### src/design/tap_race_defines.svh
/*
 * tap race shared constants
 * step pattern, counter widths and board key/switch mapping
 */

`ifndef TAP_RACE_DEFINES_SVH
`define TAP_RACE_DEFINES_SVH

// pattern length a player has to climb
`define TR_STEPS    33

// bit i set = step i wants the right button, clear = left button
// bit 0 upward: R L L R L L L R L R R L R L L R R L R R R L R L R L L L R L R R L
`define TR_PATTERN  33'h0_d15d_9689

`define TR_STEP_W   6               // holds 0..33
`define TR_MISS_W   8               // saturates at 255

// buttons on the board, active low
`define TR_KEYS         4
`define TR_KEY_P1_RIGHT 0
`define TR_KEY_P1_LEFT  1
`define TR_KEY_P2_RIGHT 2
`define TR_KEY_P2_LEFT  3

// slide switches
`define TR_SW_START 0
`define TR_SW_RESET 1

`endif

### src/design/tap_race_pkg.sv
/*
 * tap race types
 * game state, step and miss counters, display nibble and segment vector
 */

`include "tap_race_defines.svh"

package tap_race_pkg;

    typedef enum logic [1:0] {
        IDLE = 2'd0,                        // waiting for start switch
        PLAY = 2'd1,                        // players climbing
        DONE = 2'd2                         // somebody reached the top
    } game_state_t;

    typedef logic [`TR_STEP_W-1:0] step_t;  // position in pattern
    typedef logic [`TR_MISS_W-1:0] miss_t;  // wrong presses
    typedef logic [3:0]            hex_digit_t;
    typedef logic [6:0]            seg7_t;  // {g,f,e,d,c,b,a}, active low

endpackage

### src/design/key_press_edge.sv
/*
 * key press edge detector
 * samples active-low buttons and gives one pulse per press
 */

`timescale 1ns/1ns

module key_press_edge #(
    parameter int n_keys = 4
) (
    input  logic              clk,
    input  logic              resetn,          // sync, active high
    input  logic [n_keys-1:0] key,             // raw buttons, low = pressed
    output logic [n_keys-1:0] press            // one cycle per press
);

    logic [n_keys-1:0] key_now;                // current sample, high = down
    logic [n_keys-1:0] key_prev;               // sample one cycle older

    always_ff @(posedge clk) begin
        if (resetn) begin
            key_now  <= '0;                    // all buttons up
            key_prev <= '0;
        end else begin
            key_now  <= ~key;                  // flip to active high
            key_prev <= key_now;
        end
    end

    // down now, up before -> new press
    // registered so the pulse sits in the cycle after the second sample
    always_ff @(posedge clk) begin
        if (resetn) begin
            press <= '0;
        end else begin
            press <= key_now & ~key_prev;      // held key gives nothing more
        end
    end

endmodule

### src/design/race_control.sv
/*
 * race control
 * idle/play/done game FSM driven by the start switch,
 * latches which player (or both) finished first
 */

`timescale 1ns/1ns

module race_control (
    input  logic                      clk,
    input  logic                      resetn,     // sync, active high
    input  logic                      start,      // start switch level
    input  logic [1:0]                finished,   // {p2, p1}
    output tap_race_pkg::game_state_t state,
    output logic [1:0]                winner      // {p2, p1}
);

    tap_race_pkg::game_state_t next_state;

    // next state
    always_comb begin
        next_state = state;                            // hold by default
        case (state)
            tap_race_pkg::IDLE: begin
                if (start) next_state = tap_race_pkg::PLAY;
            end
            tap_race_pkg::PLAY: begin
                if (!start) begin
                    next_state = tap_race_pkg::IDLE;   // switch dropped mid game
                end else if (|finished) begin
                    next_state = tap_race_pkg::DONE;
                end
            end
            tap_race_pkg::DONE: begin
                if (!start) next_state = tap_race_pkg::IDLE;
            end
            default: next_state = tap_race_pkg::IDLE;  // unused encoding
        endcase
    end

    always_ff @(posedge clk) begin
        if (resetn) begin
            state <= tap_race_pkg::IDLE;
        end else begin
            state <= next_state;
        end
    end

    // winner latch
    // captured on the play->done edge, tie keeps both bits
    always_ff @(posedge clk) begin
        if (resetn) begin
            winner <= 2'b00;
        end else if (state == tap_race_pkg::PLAY && next_state == tap_race_pkg::DONE) begin
            winner <= finished;
        end else if (next_state != tap_race_pkg::DONE) begin
            winner <= 2'b00;                           // clears as we leave done
        end
    end

    // flags only ever show while the game sits in done
    a_winner_only_in_done: assert property (
        @(posedge clk) disable iff (resetn)
        (winner != 2'b00) |-> (state == tap_race_pkg::DONE)
    );

    // a game has to be played before it can end
    a_no_idle_to_done: assert property (
        @(posedge clk) disable iff (resetn)
        (state == tap_race_pkg::IDLE) |=> (state != tap_race_pkg::DONE)
    );

endmodule

### src/design/player_track.sv
/*
 * player track
 * follows one player up the left/right pattern, counts wrong presses
 * (saturating) and flags reaching the top
 */

`timescale 1ns/1ns

`include "tap_race_defines.svh"

module player_track (
    input  logic                      clk,
    input  logic                      resetn,     // sync, active high
    input  tap_race_pkg::game_state_t state,
    input  logic                      left,       // press pulse
    input  logic                      right,      // press pulse
    output tap_race_pkg::step_t       step,       // boxes climbed so far
    output tap_race_pkg::miss_t       miss,       // wrong presses
    output logic                      finished    // top reached
);

    localparam logic [`TR_STEPS-1:0] pattern   = `TR_PATTERN;
    localparam tap_race_pkg::step_t  top_step  = tap_race_pkg::step_t'(`TR_STEPS);
    localparam tap_race_pkg::step_t  last_step = tap_race_pkg::step_t'(`TR_STEPS - 1);
    localparam tap_race_pkg::miss_t  miss_max  = '1;

    logic want_right;                       // side the current box asks for
    logic any_press;
    logic good_press;                       // single press on the right side
    logic active;                           // presses count this cycle

    // guard the index, step only reaches top_step once finished
    assign want_right = (step < top_step) ? pattern[step] : 1'b0;

    assign any_press  = left | right;
    assign good_press = (left ^ right) & (right == want_right);
    assign active     = (state == tap_race_pkg::PLAY) & ~finished;

    // step and finish flag
    always_ff @(posedge clk) begin
        if (resetn || state == tap_race_pkg::IDLE) begin
            step     <= '0;
            finished <= 1'b0;
        end else if (active && good_press) begin
            step <= step + tap_race_pkg::step_t'(1);
            if (step == last_step) finished <= 1'b1;   // same edge step hits top
        end
    end

    // miss counter
    // both buttons at once also counts as a miss
    always_ff @(posedge clk) begin
        if (resetn || state == tap_race_pkg::IDLE) begin
            miss <= '0;
        end else if (active && any_press && !good_press) begin
            if (miss != miss_max) miss <= miss + tap_race_pkg::miss_t'(1); // stick at ff
        end
    end

    a_step_in_range: assert property (
        @(posedge clk) disable iff (resetn)
        step <= top_step
    );

    // once at ff it stays there until the game goes back to idle
    a_miss_no_wrap: assert property (
        @(posedge clk) disable iff (resetn)
        (miss == miss_max && state != tap_race_pkg::IDLE) |=> (miss == miss_max)
    );

    a_finish_at_top: assert property (
        @(posedge clk) disable iff (resetn)
        finished |-> (step == top_step)
    );

endmodule

### src/design/seg7_decoder.sv
/*
 * seven segment decoder
 * hex nibble to active-low segments, g in the top bit
 */

`timescale 1ns/1ns

module seg7_decoder (
    input  tap_race_pkg::hex_digit_t digit,
    output tap_race_pkg::seg7_t      segments   // low = lit
);

    always_comb begin
        case (digit)
            4'h0: segments = 7'b100_0000;
            4'h1: segments = 7'b111_1001;
            4'h2: segments = 7'b010_0100;
            4'h3: segments = 7'b011_0000;
            4'h4: segments = 7'b001_1001;
            4'h5: segments = 7'b001_0010;
            4'h6: segments = 7'b000_0010;
            4'h7: segments = 7'b111_1000;
            4'h8: segments = 7'b000_0000;
            4'h9: segments = 7'b001_0000;
            4'ha: segments = 7'b000_1000;
            4'hb: segments = 7'b000_0011;   // lower case b
            4'hc: segments = 7'b100_0110;
            4'hd: segments = 7'b010_0001;   // lower case d
            4'he: segments = 7'b000_0110;
            4'hf: segments = 7'b000_1110;
            default: segments = 7'b111_1111; // blank
        endcase
    end

endmodule

### src/design/tap_race_top.sv
/*
 * tap race top level
 * board switch/key mapping, game control, both player tracks
 * and the miss count displays on hex4..hex7
 */

`timescale 1ns/1ns

`include "tap_race_defines.svh"

module tap_race_top (
    input  logic                clk,
    input  logic [9:0]          sw,                 // sw0 start, sw1 game reset
    input  logic [`TR_KEYS-1:0] key,                // active low buttons
    output tap_race_pkg::seg7_t hex4,               // p1 miss low nibble
    output tap_race_pkg::seg7_t hex5,               // p1 miss high nibble
    output tap_race_pkg::seg7_t hex6,               // p2 miss low nibble
    output tap_race_pkg::seg7_t hex7,               // p2 miss high nibble
    output logic [2:0]          ledr                // {p2 won, p1 won, playing}
);

    logic                      resetn;
    logic                      start;
    logic [`TR_KEYS-1:0]       press;               // one pulse per button press
    tap_race_pkg::game_state_t state;
    logic [1:0]                finished;            // {p2, p1}
    logic [1:0]                winner;
    tap_race_pkg::miss_t       miss_p1;
    tap_race_pkg::miss_t       miss_p2;

    assign resetn = sw[`TR_SW_RESET];               // high = reset the game
    assign start  = sw[`TR_SW_START];

    key_press_edge #(
        .n_keys (`TR_KEYS)
    ) u_keys (
        .clk    (clk),
        .resetn (resetn),
        .key    (key),
        .press  (press)
    );

    race_control u_ctrl (
        .clk      (clk),
        .resetn   (resetn),
        .start    (start),
        .finished (finished),
        .state    (state),
        .winner   (winner)
    );

    player_track u_p1 (
        .clk      (clk),
        .resetn   (resetn),
        .state    (state),
        .left     (press[`TR_KEY_P1_LEFT]),
        .right    (press[`TR_KEY_P1_RIGHT]),
        .step     (),                               // debug only
        .miss     (miss_p1),
        .finished (finished[0])
    );

    player_track u_p2 (
        .clk      (clk),
        .resetn   (resetn),
        .state    (state),
        .left     (press[`TR_KEY_P2_LEFT]),
        .right    (press[`TR_KEY_P2_RIGHT]),
        .step     (),
        .miss     (miss_p2),
        .finished (finished[1])
    );

    assign ledr[0]   = (state == tap_race_pkg::PLAY);
    assign ledr[2:1] = winner;

    // miss counts, two digits per player
    seg7_decoder u_h4 (.digit (miss_p1[3:0]), .segments (hex4));
    seg7_decoder u_h5 (.digit (miss_p1[7:4]), .segments (hex5));
    seg7_decoder u_h6 (.digit (miss_p2[3:0]), .segments (hex6));
    seg7_decoder u_h7 (.digit (miss_p2[7:4]), .segments (hex7));

endmodule

### config.mk
export PLATFORM = sky130hd
export DESIGN_NAME = tap_race_top
export DESIGN_NICKNAME = d
export VERILOG_FILES = /design/src/design/tap_race_pkg.sv /design/src/design/key_press_edge.sv /design/src/design/race_control.sv /design/src/design/player_track.sv /design/src/design/seg7_decoder.sv /design/src/design/tap_race_top.sv
export VERILOG_INCLUDE_DIRS = /design/src /design/src/design
export SDC_FILE = /design/constraint.sdc
export NUM_CORES = 1
export LEC_CHECK = 0
export ABC_AREA = 1
export BUFFER_PORTS_ARGS = -buffer_cell sky130_fd_sc_hd__buf_4
export CAP_MARGIN = 20
export CORE_AREA = 4 4 109 80
export CTS_CLUSTER_DIAMETER = 200
export DETAILED_ROUTE_END_ITERATION = 8
export DIE_AREA = 0 0 113 84
export PLACE_DENSITY = 0.77
export SYNTH_ARGS = -nofsm -noshare
export SYNTH_HDL_FRONTEND = slang
export SYNTH_HIERARCHICAL = 1
export SYNTH_SLANG_ARGS = --single-unit
export TNS_END_PERCENT = 10
### constraint.sdc
create_clock -name clk -period 2.8 [get_ports clk]
set_input_delay 0.56 -clock clk [delete_from_list [all_inputs] [get_ports clk]]
set_output_delay 0.56 -clock clk [all_outputs]
set_load 0.03 [all_outputs]
; Word level (Yosys, flattened, before mapping)
; Memories as Yosys holds them, arrays and structs flattened. A register that Yosys moved wholly into a read port is not among the register bits.
; Index checks and enable logic that the tools add are counted.
[classes]
addsub = 4
magnitude_cmp = 4
eq_ne = 10
muxes = 23
bitwise = 13
reduce_logical = 17
[op_table]
columns = op, n
row1 = 2-to-1 mux 4 bit, 8
row2 = 2-to-1 mux 6 bit, 4
row3 = adder 8 x 1 -> 8 bit (second input constant), 2
row4 = != test 8 bit (second input constant), 2
row5 = < comparator 6 x 7 -> 1 bit (second input constant), 2
row6 = adder 6 x 1 -> 6 bit (second input constant), 2
row7 = equality test 6 bit (second input constant), 2
row8 = < comparator 6 bit (second input constant), 2
row9 = 2-to-1 mux 2 bit, 6
row10 = inverter 4 bit, 2
row11 = AND reduction 2 bit, 4
row12 = logical AND 1 bit, 7
row13 = one-hot mux 2 bit (3 select lines), 1
row14 = bitwise AND 1 bit, 4
row15 = bitwise AND 4 bit, 1
row16 = equality test 2 bit (second input constant), 2
row17 = 2-to-1 mux 1 bit, 4
row18 = equality test 1 bit, 2
row19 = equality test 2 x 1 -> 1 bit (second input constant), 1
row20 = zero test 1 bit, 2
row21 = zero test 2 bit, 1
row22 = != test 2 bit (second input constant), 1
row23 = inverter 1 bit, 2
row24 = bitwise OR 1 bit, 2
row25 = other kinds (4), 5
[word_totals]
regBits = 46
romBits = 576
input_bits = 15
out_inout_bits = 31
wordCells = 88
memories = 6
[memory_table]
columns = name, depth, word_bits, rd, rd_ports_with_merged_regs, wr, line
row1 = (name not given), 16, 7, 1, 1, 0, seg7_decoder.sv:14  ; case (digit)
row2 = (name not given), 16, 7, 1, 1, 0, seg7_decoder.sv:14
row3 = (name not given), 16, 7, 1, 1, 0, seg7_decoder.sv:14
row4 = (name not given), 16, 7, 1, 1, 0, seg7_decoder.sv:14
row5 = (name not given), 64, 1, 1, 1, 0, player_track.sv:33  ; assign want_right = (step < top_step) ? pattern[step] : 1'b0;
row6 = (name not given), 64, 1, 1, 1, 0, player_track.sv:33

; Logic depth before layout (Yosys ltp)
; Gate-level depths: netlist (run 1).
[logic_depth]
depth_word = 10
ltp_mapped = 21

; By module
; Netlist (run 1), hierarchy kept.
[by_module_without_submodules]
columns = mod, n_inst, cells_each, area_each_um2, seq_area_each_um2
row1 = player_track (u_p2), 1, 151, 1111.1, 320.3
row2 = seg7_decoder, 4, 49, 274.0, 0.0
row3 = player_track (u_p1), 1, 153, 1072.3, 320.3
row4 = key_press_edge, 1, 29, 304.0, 240.2
row5 = race_control, 1, 21, 160.2, 80.1
row6 = tap_race_top, 1, 2, 10.0, 0.0

; Worst setup path after synthesis (run 1)
; OpenSTA, ideal clock, no wires.
[synth_timing]
path_type = reg2reg
start = register u_p2.step[0]
end = register with a tool-made name
t_arrival_ps = 1948
path_slack_ps = 739
stages_incl_launch_ff = 20
path_buffers = 0
period_less_slack_ps = 2061
path_cell_list = dfxtp_1 -> inv_1 -> ha_1 -> inv_1 -> nor2_1 -> nand2_1 -> nand2_2 -> nand3_2 -> nand2_1 -> nor2_2 -> nand3_1 -> nand2_2 -> nor2_2 -> ha_1 -> inv_1 -> nand3_1 -> nand3_1 -> nand3_1 -> nand2_1 -> nor2_1
[synth_rtl]
columns = element, line
row1 = start: declaration, player_track.sv:17  ; output tap_race_pkg::step_t step,
row2 = start signal: assignment, player_track.sv:45  ; step <= step + tap_race_pkg::step_t'(1);

==> impl_metrics.toml, run 1 <==
[outcome]
outcome = "complete, no violations"

[grt]
grt_usage = 0.170
antenna_found_initial = 0
grt_pass1_vias = 3260
grt_pass1_wl_mm = 14.0
grt-ovfl-total = 0
grt_max_degree = 16

[synth]
synthMuxAreaShare = 0
synth_nets = 609
netlist_instances = 552
synth_xor_area_frac = 0.0117
syn-cell-area_um2 = 3750
synth_top_area_frac = 0.256
ys_types = 35
yosys.area_share.simple = 0.393
synth_top_cells_by_area = "dfxtp_1 26%, nand2_1 14%, ha_1 14%, nand3_1 10%, inv_1 9.1%"
ys_seq_area_frac = 0.256
synth_top_family_by_area = "simple AND/OR/NAND/NOR gates"
yosys.area.top_type = "dfxtp_1"
synthAdderAreaFrac = 0.140
syn_area_per_cell_um2 = 6.80
ys_warn_count = 6
synth_compound_area_frac = 0.0797
ys_ff_latch = 48

[cts]
holdBufCountCts = 0
cts_setup_buffers = 0
root_buffer = "clkbuf_8"
cts_max_level = 2
cts_tree = "yes"
clock_latency_ns = 0.30
cts_buffer_depth = 2
path_clk_slew_ns = 0.09
clock-sinks = 48
ctsResizeCount = 0
cts_made_buffers = 5

[timing]
final_hold_viol_count = 0
setup_violations = 0
period_share = 0.847
tightest_slew_ns = 0.488
slew_violations = 0
fmax_mhz = 422
setup_tns_ns = 0
period_needed_ns = 2.37
rsz0062_at_grt = "no"
fin_skew_ns = 0.00576
slew_headroom = 0.674

[pwr]
power_density_nw_per_um2 = 299
ir_worst_vdd_mv = 0.236
leakage_nw = 2.23

[die]
dieArea_um2 = 9490
design.core.area_um2 = 7670
core.rowCount = 27
dieWidth_um = 113
initial_core_util = 0.489
num_io_pins = 46
die_y_um = 84

[cells_and_area]
area_growth_pct = 12.3
drive_above_1_share = 0.171
fillers = 713
antenna_cells = 0
final_common_cell = "nand2_1"
layout_common_cells = "141 x nand2_1, 91 x inv_1, 75 x nand3_1"
nNetsFinal = 646
fin_util = 0.550
regArea_um2 = 961
multi_input_area_um2 = 2340

[worst_hold_path]
hold_depth = 1
hp-class = "flip-flop to flip-flop"

[setup_path]
worst-path-buf-inv = 3
crit_arrival_ns = 2.57
cp-start-kind = "flip-flop"
r2r_start = "u_p2/step[0]$_SDFFE_PP0P_"
rrSetupSlack_ns = 0.43
max_stage_delay_ns = 0.39
cpMaxStageDelayCell = "dfxtp_1"
cp_max_fo = 6
critPathKind = "flip-flop to flip-flop"
crit_chain = "inv_1 -> ha_1 -> inv_1 -> nor2_1 -> nand2_1 -> nand2_2 -> nand3_2 -> nand4_2 -> nand2_1 -> nand2_2 -> nor2_2 -> ha_1 -> inv_1 -> nand3_1 -> nand3_1 -> nand3_1 -> nand2_1 -> nor2_1"
r2r_cells = 18
critPathTopFamily = "simple AND/OR/NAND/NOR gates"
end_kind = "flip-flop"
crit_path_start = "u_p2/step[0]$_SDFFE_PP0P_"
cp.required_ns = 3.00
cp_num_cells = 18

[place]
io_buffers = 37
gp_congestion = 0.830
hpwl_mm = 6.14

[drt]
firstDrtPassIters = 5
remaining_drc_errors = 0
ant_nets = 0
avgRoutedWirePerCell_um = 11.4
via_per_inst = 5.09
drt_iter0_drc = 295
wl_mm = 7.88
vias = 3518

[job]
drv_cap = 0
logic make-up (layout without fill, tap and decap cells):
group           after synthesis  count (layout)
simple gates                296             296
flops                        48              48
xor+xnor                      5               5
buf+inv                     110             148
fa+ha+maj                    42              42
compound gates               51              51
Yosys cell counts:
library cell,number
nand2_2,7
o211ai_1,1
inv_1,91
nor3b_1,1
nand2_1,141
xor2_1,5
nand2_4,5
nor2_4,2
nand3_1,75
nand3_2,7
nor2_1,25
buf_2,4
o21ai_0,14
nor3_1,7
nand4_4,1
nand4_1,7
a21oi_1,19
a21o_1,1
buf_6,4
o21ai_1,7
nand3_4,1
nor3_4,2
ha_1,42
nor2_2,8
o21a_1,2
o21ai_2,5
nor2_8,1
nand4_2,2
inv_2,9
nor3_2,2
clkbuf_1,2
nor4_1,2
a21oi_4,1
a21oi_2,1
dfxtp_1,48
per-stage QoR:
step / setup WS [ns] / hold WS [ns] / std cells / area (µm²) / total power, W
3_5_place_dp: 0.456 / 0.378 / 683 / 4110 / 0.000783
4_1_cts: 0.430 / 0.386 / 691 / 4220 / 0.00127
2_1_floorplan: 0.739 / 0.368 / 552 / 3750 / 0.000758
3_3_place_gp: 0.500 / 0.371 / 683 / 4110 / 0.000780
6_report: 0.429 / 0.386 / 691 / 4220 / 0.00126
5_1_grt: 0.163 / 0.383 / 691 / 4220 / 0.00131
cell type report:
type,instances,area share
clock buffer,6,0.0172
clock inverter,2,0.00831
inverter,100,0.0890
multi-input combinational,394,0.556
sequential,48,0.228
tap,101,0.0300
timing repair buffer,40,0.0712
state kept, by name (all words and copies together), names as in the netlist, named ones only:
signal and cells:
u_ctrl/state 2, u_ctrl/winner 2, u_keys/key_now 4, u_keys/key_prev 4, u_keys/press 4, u_p1/finished 1
u_p1/miss 8, u_p1/step 6, u_p2/finished 1, u_p2/miss 8, u_p2/step 6
layer usage:
metal / GRT usage / up-vias / wire length (µm) / part of all wire
met3: 0.0304 / 11 / 366 / 0.046
li1: - / 1815 / - / -
met5: 0 / - / 0 / 0
met1: 0.218 / 1589 / 3770 / 0.48
met2: 0.288 / 103 / 3650 / 0.46
met4: 0.0557 / 0 / 97 / 0.012
worst min-delay path by stage:
stage | end | startpoint | slack (ns)
after global routing | u_keys/key_now[1]$_SDFF_PP0_ | key[1] | 0.38
final | u_keys/press[1]$_SDFF_PP0_ | u_keys/key_prev[1]$_SDFF_PP0_ | 0.39
after CTS | u_keys/press[1]$_SDFF_PP0_ | u_keys/key_prev[1]$_SDFF_PP0_ | 0.39
after global placement | u_keys/press[1]$_SDFF_PP0_ | u_keys/key_prev[1]$_SDFF_PP0_ | 0.37
after detailed placement | u_keys/press[1]$_SDFF_PP0_ | u_keys/key_prev[1]$_SDFF_PP0_ | 0.38
after floorplan | u_keys/press[0]$_SDFF_PP0_ | u_keys/key_prev[0]$_SDFF_PP0_ | 0.37
power by group:
part	internal [W]	total (W)	leakage, nW	switching (W)
clock network	0.000265	0.000493	0.0552	0.000228
registers	0.000691	0.000696	0.389	0.00000514
logic	0.0000237	0.0000710	1.78	0.0000473
total	0.000980	0.00126	2.23	0.000280
Power figures use the tool's default switching activity.
==> run 2: changes to the inputs <==
--- a/config.mk
+++ b/config.mk
@@ -13,7 +13,7 @@
 export CTS_CLUSTER_DIAMETER = 200
 export DETAILED_ROUTE_END_ITERATION = 8
 export DIE_AREA = 0 0 113 84
-export PLACE_DENSITY = 0.77
+export PLACE_DENSITY = 0.8
 export SYNTH_ARGS = -nofsm -noshare
 export SYNTH_HDL_FRONTEND = slang
 export SYNTH_HIERARCHICAL = 1
==> constraint.sdc (replaced) <==
create_clock -name clk -period 2.1 [get_ports clk]
set_input_delay 0.42 -clock clk [delete_from_list [all_inputs] [get_ports clk]]
set_output_delay 0.42 -clock clk [all_outputs]
set_load 0.03 [all_outputs]
==> impl_metrics.toml, run 2 (synthesis results as in run 1) <==
[outcome]
outcome = "finished with violations"
failed_checks = "setup timing"

[timing]
whs_ns = 0.259
rsz0062_at_grt = "yes"
slew_headroom = 0.719
setup_violations = 2
period_share = 1.03
fin_skew_ns = 0.00492
setup_tns_ns = -0.0949
fin_ws_ns = -0.0661
slew_violations = 0
fmax_mhz = 462
final_hold_viol_count = 0
period_needed_ns = 2.17
tightest_slew_ns = 0.421

[place]
hpwl_mm = 6.54
place_inst = 720
pre_cts_slack_ns = -0.143
gp_congestion = 0.857
io_buffers = 37
postPlaceCellArea_um2 = 4390

[cts]
clock-sinks = 48
clock_latency_ns = 0.30
cts_buffer_depth = 2
holdBufCountCts = 0
root_buffer = "clkbuf_8"
path_clk_slew_ns = 0.09
cts_tree = "yes"
cts_made_buffers = 5
cts_max_level = 2

[cells_and_area]
nNetsFinal = 696
area_growth_pct = 28.3
reg.largest.list = "u_p1/miss (8), u_p2/miss (8)"
fillers = 617
multi_input_area_um2 = 2570
drive_above_1_share = 0.308
layout_common_cells = "132 x nand2_1, 86 x buf_4, 81 x inv_1"
final_area_um2 = 4820
final_common_cell = "nand2_1"
fin_cells = 740
antenna_cells = 0
regArea_um2 = 975

[setup_path]
crit_arrival_ns = 2.37
cp.required_ns = 2.30
cp-start-kind = "flip-flop"
r2r_cells = 20
critPathKind = "flip-flop to flip-flop"
end_kind = "flip-flop"
cp_max_fo = 4

[grt]
grt_pass1_vias = 3546
grt_max_degree = 15
grt_usage = 0.181
grt-ovfl-total = 0
grt_pass1_wl_mm = 14.8
antenna_found_initial = 0

[drt]
remaining_drc_errors = 0
wl_mm = 9.16
via_per_inst = 5.06
avgRoutedWirePerCell_um = 12.4
drt_iter0_drc = 272
vias = 3743
ant_nets = 0
firstDrtPassIters = 5

[pwr]
leakage_nw = 2.47
seqPwrFrac = 0.583
switching_power_w = 0.000393
p_int_w = 0.00120
ir_worst_vdd_mv = 0.290
clock_power_share = 0.338
power_density_nw_per_um2 = 330
combPwrFrac = 0.079
p_sw_frac = 0.248

[worst_hold_path]
hp-class = "input port to flip-flop"
hold_depth = 2

[die]
core.rowCount = 27
die_y_um = 84
dieWidth_um = 113
dieArea_um2 = 9490
num_io_pins = 46
design.core.area_um2 = 7670
initial_core_util = 0.489

[job]
drv_cap = 0
-- run 2: metal layers --
layer	wire, µm	part of all wire	GRT usage
met1	4040	0.44	0.223
met2	4610	0.50	0.327
met3	425	0.046	0.0297
met4	92	0.010	0.0448
met5	0	0	0
-- run 2: power groups by stage --
stage,registers [W],logic (W),clock network [W]
3_5_place_dp,0.000947,0.000109,0
4_1_cts,0.000926,0.000116,0.000544
2_1_floorplan,0.000948,0.0000633,0
3_3_place_gp,0.000947,0.000104,0
5_1_grt,0.000927,0.000137,0.000579
6_report,0.000926,0.000126,0.000537
-- run 2: worst paths after layout --
| path | startpoint | end | slack, ns |
|---|---|---|---|
| setup / recovery | u_p1/step[0]$_SDFFE_PP0P_ | flip-flop | -0.07 |
| hold / removal | key[0] | u_keys/key_now[0]$_SDFF_PP0_ | 0.26 |
| setup reg to reg | u_p1/step[0]$_SDFFE_PP0P_ | flip-flop | -0.07 |
| hold reg to reg | u_keys/key_prev[3]$_SDFF_PP0_ | u_keys/press[3]$_SDFF_PP0_ | 0.39 |
-- run 2: worst max-delay path, cell delays in order, from the launching register on --
cell and delay [ns]:
dfxtp_2 0.33, inv_2 0.07, ha_4 0.14, inv_2 0.03, nor2_1 0.10, nand2_1 0.09, nand2_2 0.10, nand2_2 0.07
nand2_4 0.07, buf_6 0.09, nand4_4 0.10, nand2_2 0.12, nand3_2 0.08, inv_2 0.10, ha_4 0.21, inv_2 0.05
nand2_2 0.04, nand3_2 0.05, nand2_1 0.05, nor2_1 0.12, nor2_1 0.05
-- run 2: layout make-up --
class | instances | area share
multi-input cells | 394 | 0.533
flip-flops and latches | 48 | 0.202
repair buffers | 90 | 0.143
inverters | 100 | 0.0779
well taps | 101 | 0.0262
clock buffers | 5 | 0.0143
clock inverters | 2 | 0.00260
-- run 2: timing repair --
action / CTS / global route
gates resized for setup: 42 / 25
pin swaps: 21 / 22
setup buffers: 6 / 7
endpoints found under the setup margin: 3 / 20
-- run 2: through the flow --
stage,utilization,total power (W)
2_1_floorplan,-,0.00101
3_3_place_gp,0.572,0.00105
3_5_place_dp,0.572,0.00106
4_1_cts,0.608,0.00159
5_1_grt,0.628,0.00164
6_report,0.628,0.00159
==> run 3: changes to the inputs <==
--- a/config.mk
+++ b/config.mk
@@ -6,14 +6,13 @@
 export SDC_FILE = /design/constraint.sdc
 export NUM_CORES = 1
 export LEC_CHECK = 0
-export ABC_AREA = 1
 export BUFFER_PORTS_ARGS = -buffer_cell sky130_fd_sc_hd__buf_4
 export CAP_MARGIN = 20
-export CORE_AREA = 4 4 109 80
+export CORE_AREA = 4 4 110 81
 export CTS_CLUSTER_DIAMETER = 200
 export DETAILED_ROUTE_END_ITERATION = 8
-export DIE_AREA = 0 0 113 84
-export PLACE_DENSITY = 0.8
+export DIE_AREA = 0 0 114 85
+export PLACE_DENSITY = 0.71
 export SYNTH_ARGS = -nofsm -noshare
 export SYNTH_HDL_FRONTEND = slang
 export SYNTH_HIERARCHICAL = 1
==> constraint.sdc (replaced) <==
create_clock -name clk -period 2.6 [get_ports clk]
set_input_delay 0.52 -clock clk [delete_from_list [all_inputs] [get_ports clk]]
set_output_delay 0.52 -clock clk [all_outputs]
set_load 0.03 [all_outputs]
==> impl_metrics.toml, run 3 <==
[grt]
antenna_found_initial = 0
grt_pass1_wl_mm = 13.3
grt_max_degree = 19
grt_usage = 0.161
grt_pass1_vias = 3006
grt-ovfl-total = 0

[synth]
ys.flop_type = "dfxtp_1"
synth_top_area_frac = 0.252
yosysMostFrequentCell = "nor2_1"
syn-cell-area_um2 = 3820
ys_seq_area_frac = 0.252
synth_nets = 481
ys_warn_count = 6
synth_edf_count = 0
synth_top_cells_by_area = "dfxtp_1 25%, ha_1 14%, nor2_1 5.5%, mux2i_1 5.2%, xor2_1 3.0%"
netlist_instances = 424
syn_area_per_cell_um2 = 9.00
ys_ff_latch = 48
synth_common_cells = "56 x nor2_1, 48 x dfxtp_1, 42 x ha_1, 29 x inv_1"
ys_types = 71
async_reset_ff_frac = 0
yosys.area.top_type = "dfxtp_1"

[cells_and_area]
regArea_um2 = 970
area_growth_pct = 21.8
final_common_cell = "buf_4"
nNetsFinal = 545
multi_input_area_um2 = 2680
drive_above_1_share = 0.307
antenna_cells = 0
fillers = 682
final_area_um2 = 4650
layout_common_cells = "76 x buf_4, 53 x nor2_1, 41 x dfxtp_1"
fin_util = 0.598
reg.largest.list = "u_p1/miss (8), u_p2/miss (8)"

[timing]
tightest_slew_ns = 0.647
setup_violations = 2
fmax_mhz = 348
rsz0062_at_grt = "yes"
setup_tns_ns = -0.459
period_needed_ns = 2.87
slew_headroom = 0.568
period_share = 1.11
fin_ws_ns = -0.274
slew_violations = 0
fin_skew_ns = 0.00794
whs_ns = 0.378
final_hold_viol_count = 0

[die]
dieArea_um2 = 9690
die_y_um = 85
dieWidth_um = 114
design.core.area_um2 = 7770
num_io_pins = 46
core.rowCount = 27
initial_core_util = 0.491

[pwr]
p_int_w = 0.00124
power_density_nw_per_um2 = 335
clock_power_share = 0.462
combPwrFrac = 0.056
switching_power_w = 0.000316
seqPwrFrac = 0.482
leakage_nw = 1.88
total_power_w = 0.00155
p_sw_frac = 0.204
ir_worst_vdd_mv = 0.357

[setup_path]
critPathKind = "flip-flop to flip-flop"
cp.required_ns = 2.80
cpMaxStageDelayCell = "or4b_4"
end_kind = "flip-flop"
crit_chain = "inv_2 -> ha_4 -> or4b_4 -> o2bb2ai_4 -> nor3_4 -> buf_6 -> a21oi_2 -> nor2_2 -> inv_1 -> ha_1 -> or3_1 -> a21o_1 -> a311oi_2"
crit_arrival_ns = 3.08
worst-path-buf-inv = 3
cp_max_fo = 4
critPathTopFamily = "simple AND/OR/NAND/NOR gates"
cp-start-kind = "flip-flop"
max_stage_delay_ns = 0.50

[cts]
cts_buffer_depth = 2
root_buffer = "clkbuf_16"
holdBufCountCts = 0
cts_tree = "yes"
clock_latency_ns = 0.29
path_clk_slew_ns = 0.07
clock-sinks = 48
cts_made_buffers = 5
cts_max_level = 2

[place]
postPlaceCellArea_um2 = 4360
gp_congestion = 0.817
io_buffers = 37
hpwl_mm = 5.77

[drt]
wl_mm = 7.83
avgRoutedWirePerCell_um = 13.3
via_per_inst = 5.27
vias = 3110
ant_nets = 0
firstDrtPassIters = 4
drt_iter0_drc = 199
remaining_drc_errors = 0

[worst_hold_path]
hp-class = "input port to flip-flop"

[outcome]
outcome = "finished with violations"
failed_checks = "setup timing"

[job]
drv_cap = 0
==> run 3: stage by stage <==
stage | worst slack (ns) | instances
after detailed placement | -0.322 | 580
after global routing | -0.397 | 590
final | -0.274 | 590
after global placement | -0.212 | 580
after floorplan | -0.344 | 424
after CTS | -0.274 | 589
==> run 3: worst register-to-register path, cell delays in order (launching register included) <==
cell and delay [ns]:
dfxtp_2 0.32, inv_2 0.07, ha_4 0.13, or4b_4 0.50, o2bb2ai_4 0.18, nor3_4 0.16, buf_6 0.16, a21oi_2 0.08
nor2_2 0.12, inv_1 0.06, ha_1 0.30, or3_1 0.32, a21o_1 0.17, a311oi_2 0.23
==> run 3: layer usage <==
metal	track usage	routed length, µm
met5	0	0
met4	0.0334	71
met3	0.0321	312
met2	0.267	3570
met1	0.217	3880
==> run 3: kinds of logic (layout without fill, tap and decap cells) <==
logic type,after synthesis,count (layout),synth area share
simple gates,162,162,0.255
compound gates,71,71,0.137
mux,29,29,0.0957
fa+ha+maj,42,42,0.138
flops,48,48,0.252
xor+xnor,22,22,0.0524
buf+inv,50,115,0.0708
==> run 3: timing repair <==
item,CTS,global route
endpoints found under the setup margin,2,10
buffers inserted,1,1
resized for setup,6,25
pin swaps,3,9
==> run 3: power by group through the flow <==
| stage | sequential, W | combinational, W | clock [W] |
|---|---|---|---|
| floorplan | 0.000766 | 0.0000491 | 0 |
| global placement | 0.000766 | 0.0000770 | 0 |
| detailed placement | 0.000766 | 0.0000798 | 0 |
| CTS | 0.000750 | 0.0000820 | 0.000735 |
| global route | 0.000750 | 0.0000953 | 0.000766 |
| finish | 0.000750 | 0.0000870 | 0.000718 |
==> run 3: layout make-up <==
cell class,count,area share
clock buffer,5,0.0269
clock inverter,3,0.00915
inverter,29,0.0234
multi-input combinational,326,0.577
sequential,48,0.209
tap,101,0.0272
timing repair buffer,78,0.128
==> run 3: worst paths after layout <==
path	startpoint	endpoint	slack (ns)	cells past startpoint
min	key[3]	u_keys/key_now[3]$_SDFF_PP0_	0.38	2
min reg2reg	u_keys/key_prev[1]$_SDFF_PP0_	u_keys/press[1]$_SDFF_PP0_	0.40	1
max reg2reg	u_p2/step[0]$_SDFFE_PP0P_	flip-flop	-0.27	13
max	u_p2/step[0]$_SDFFE_PP0P_	flip-flop	-0.27	13
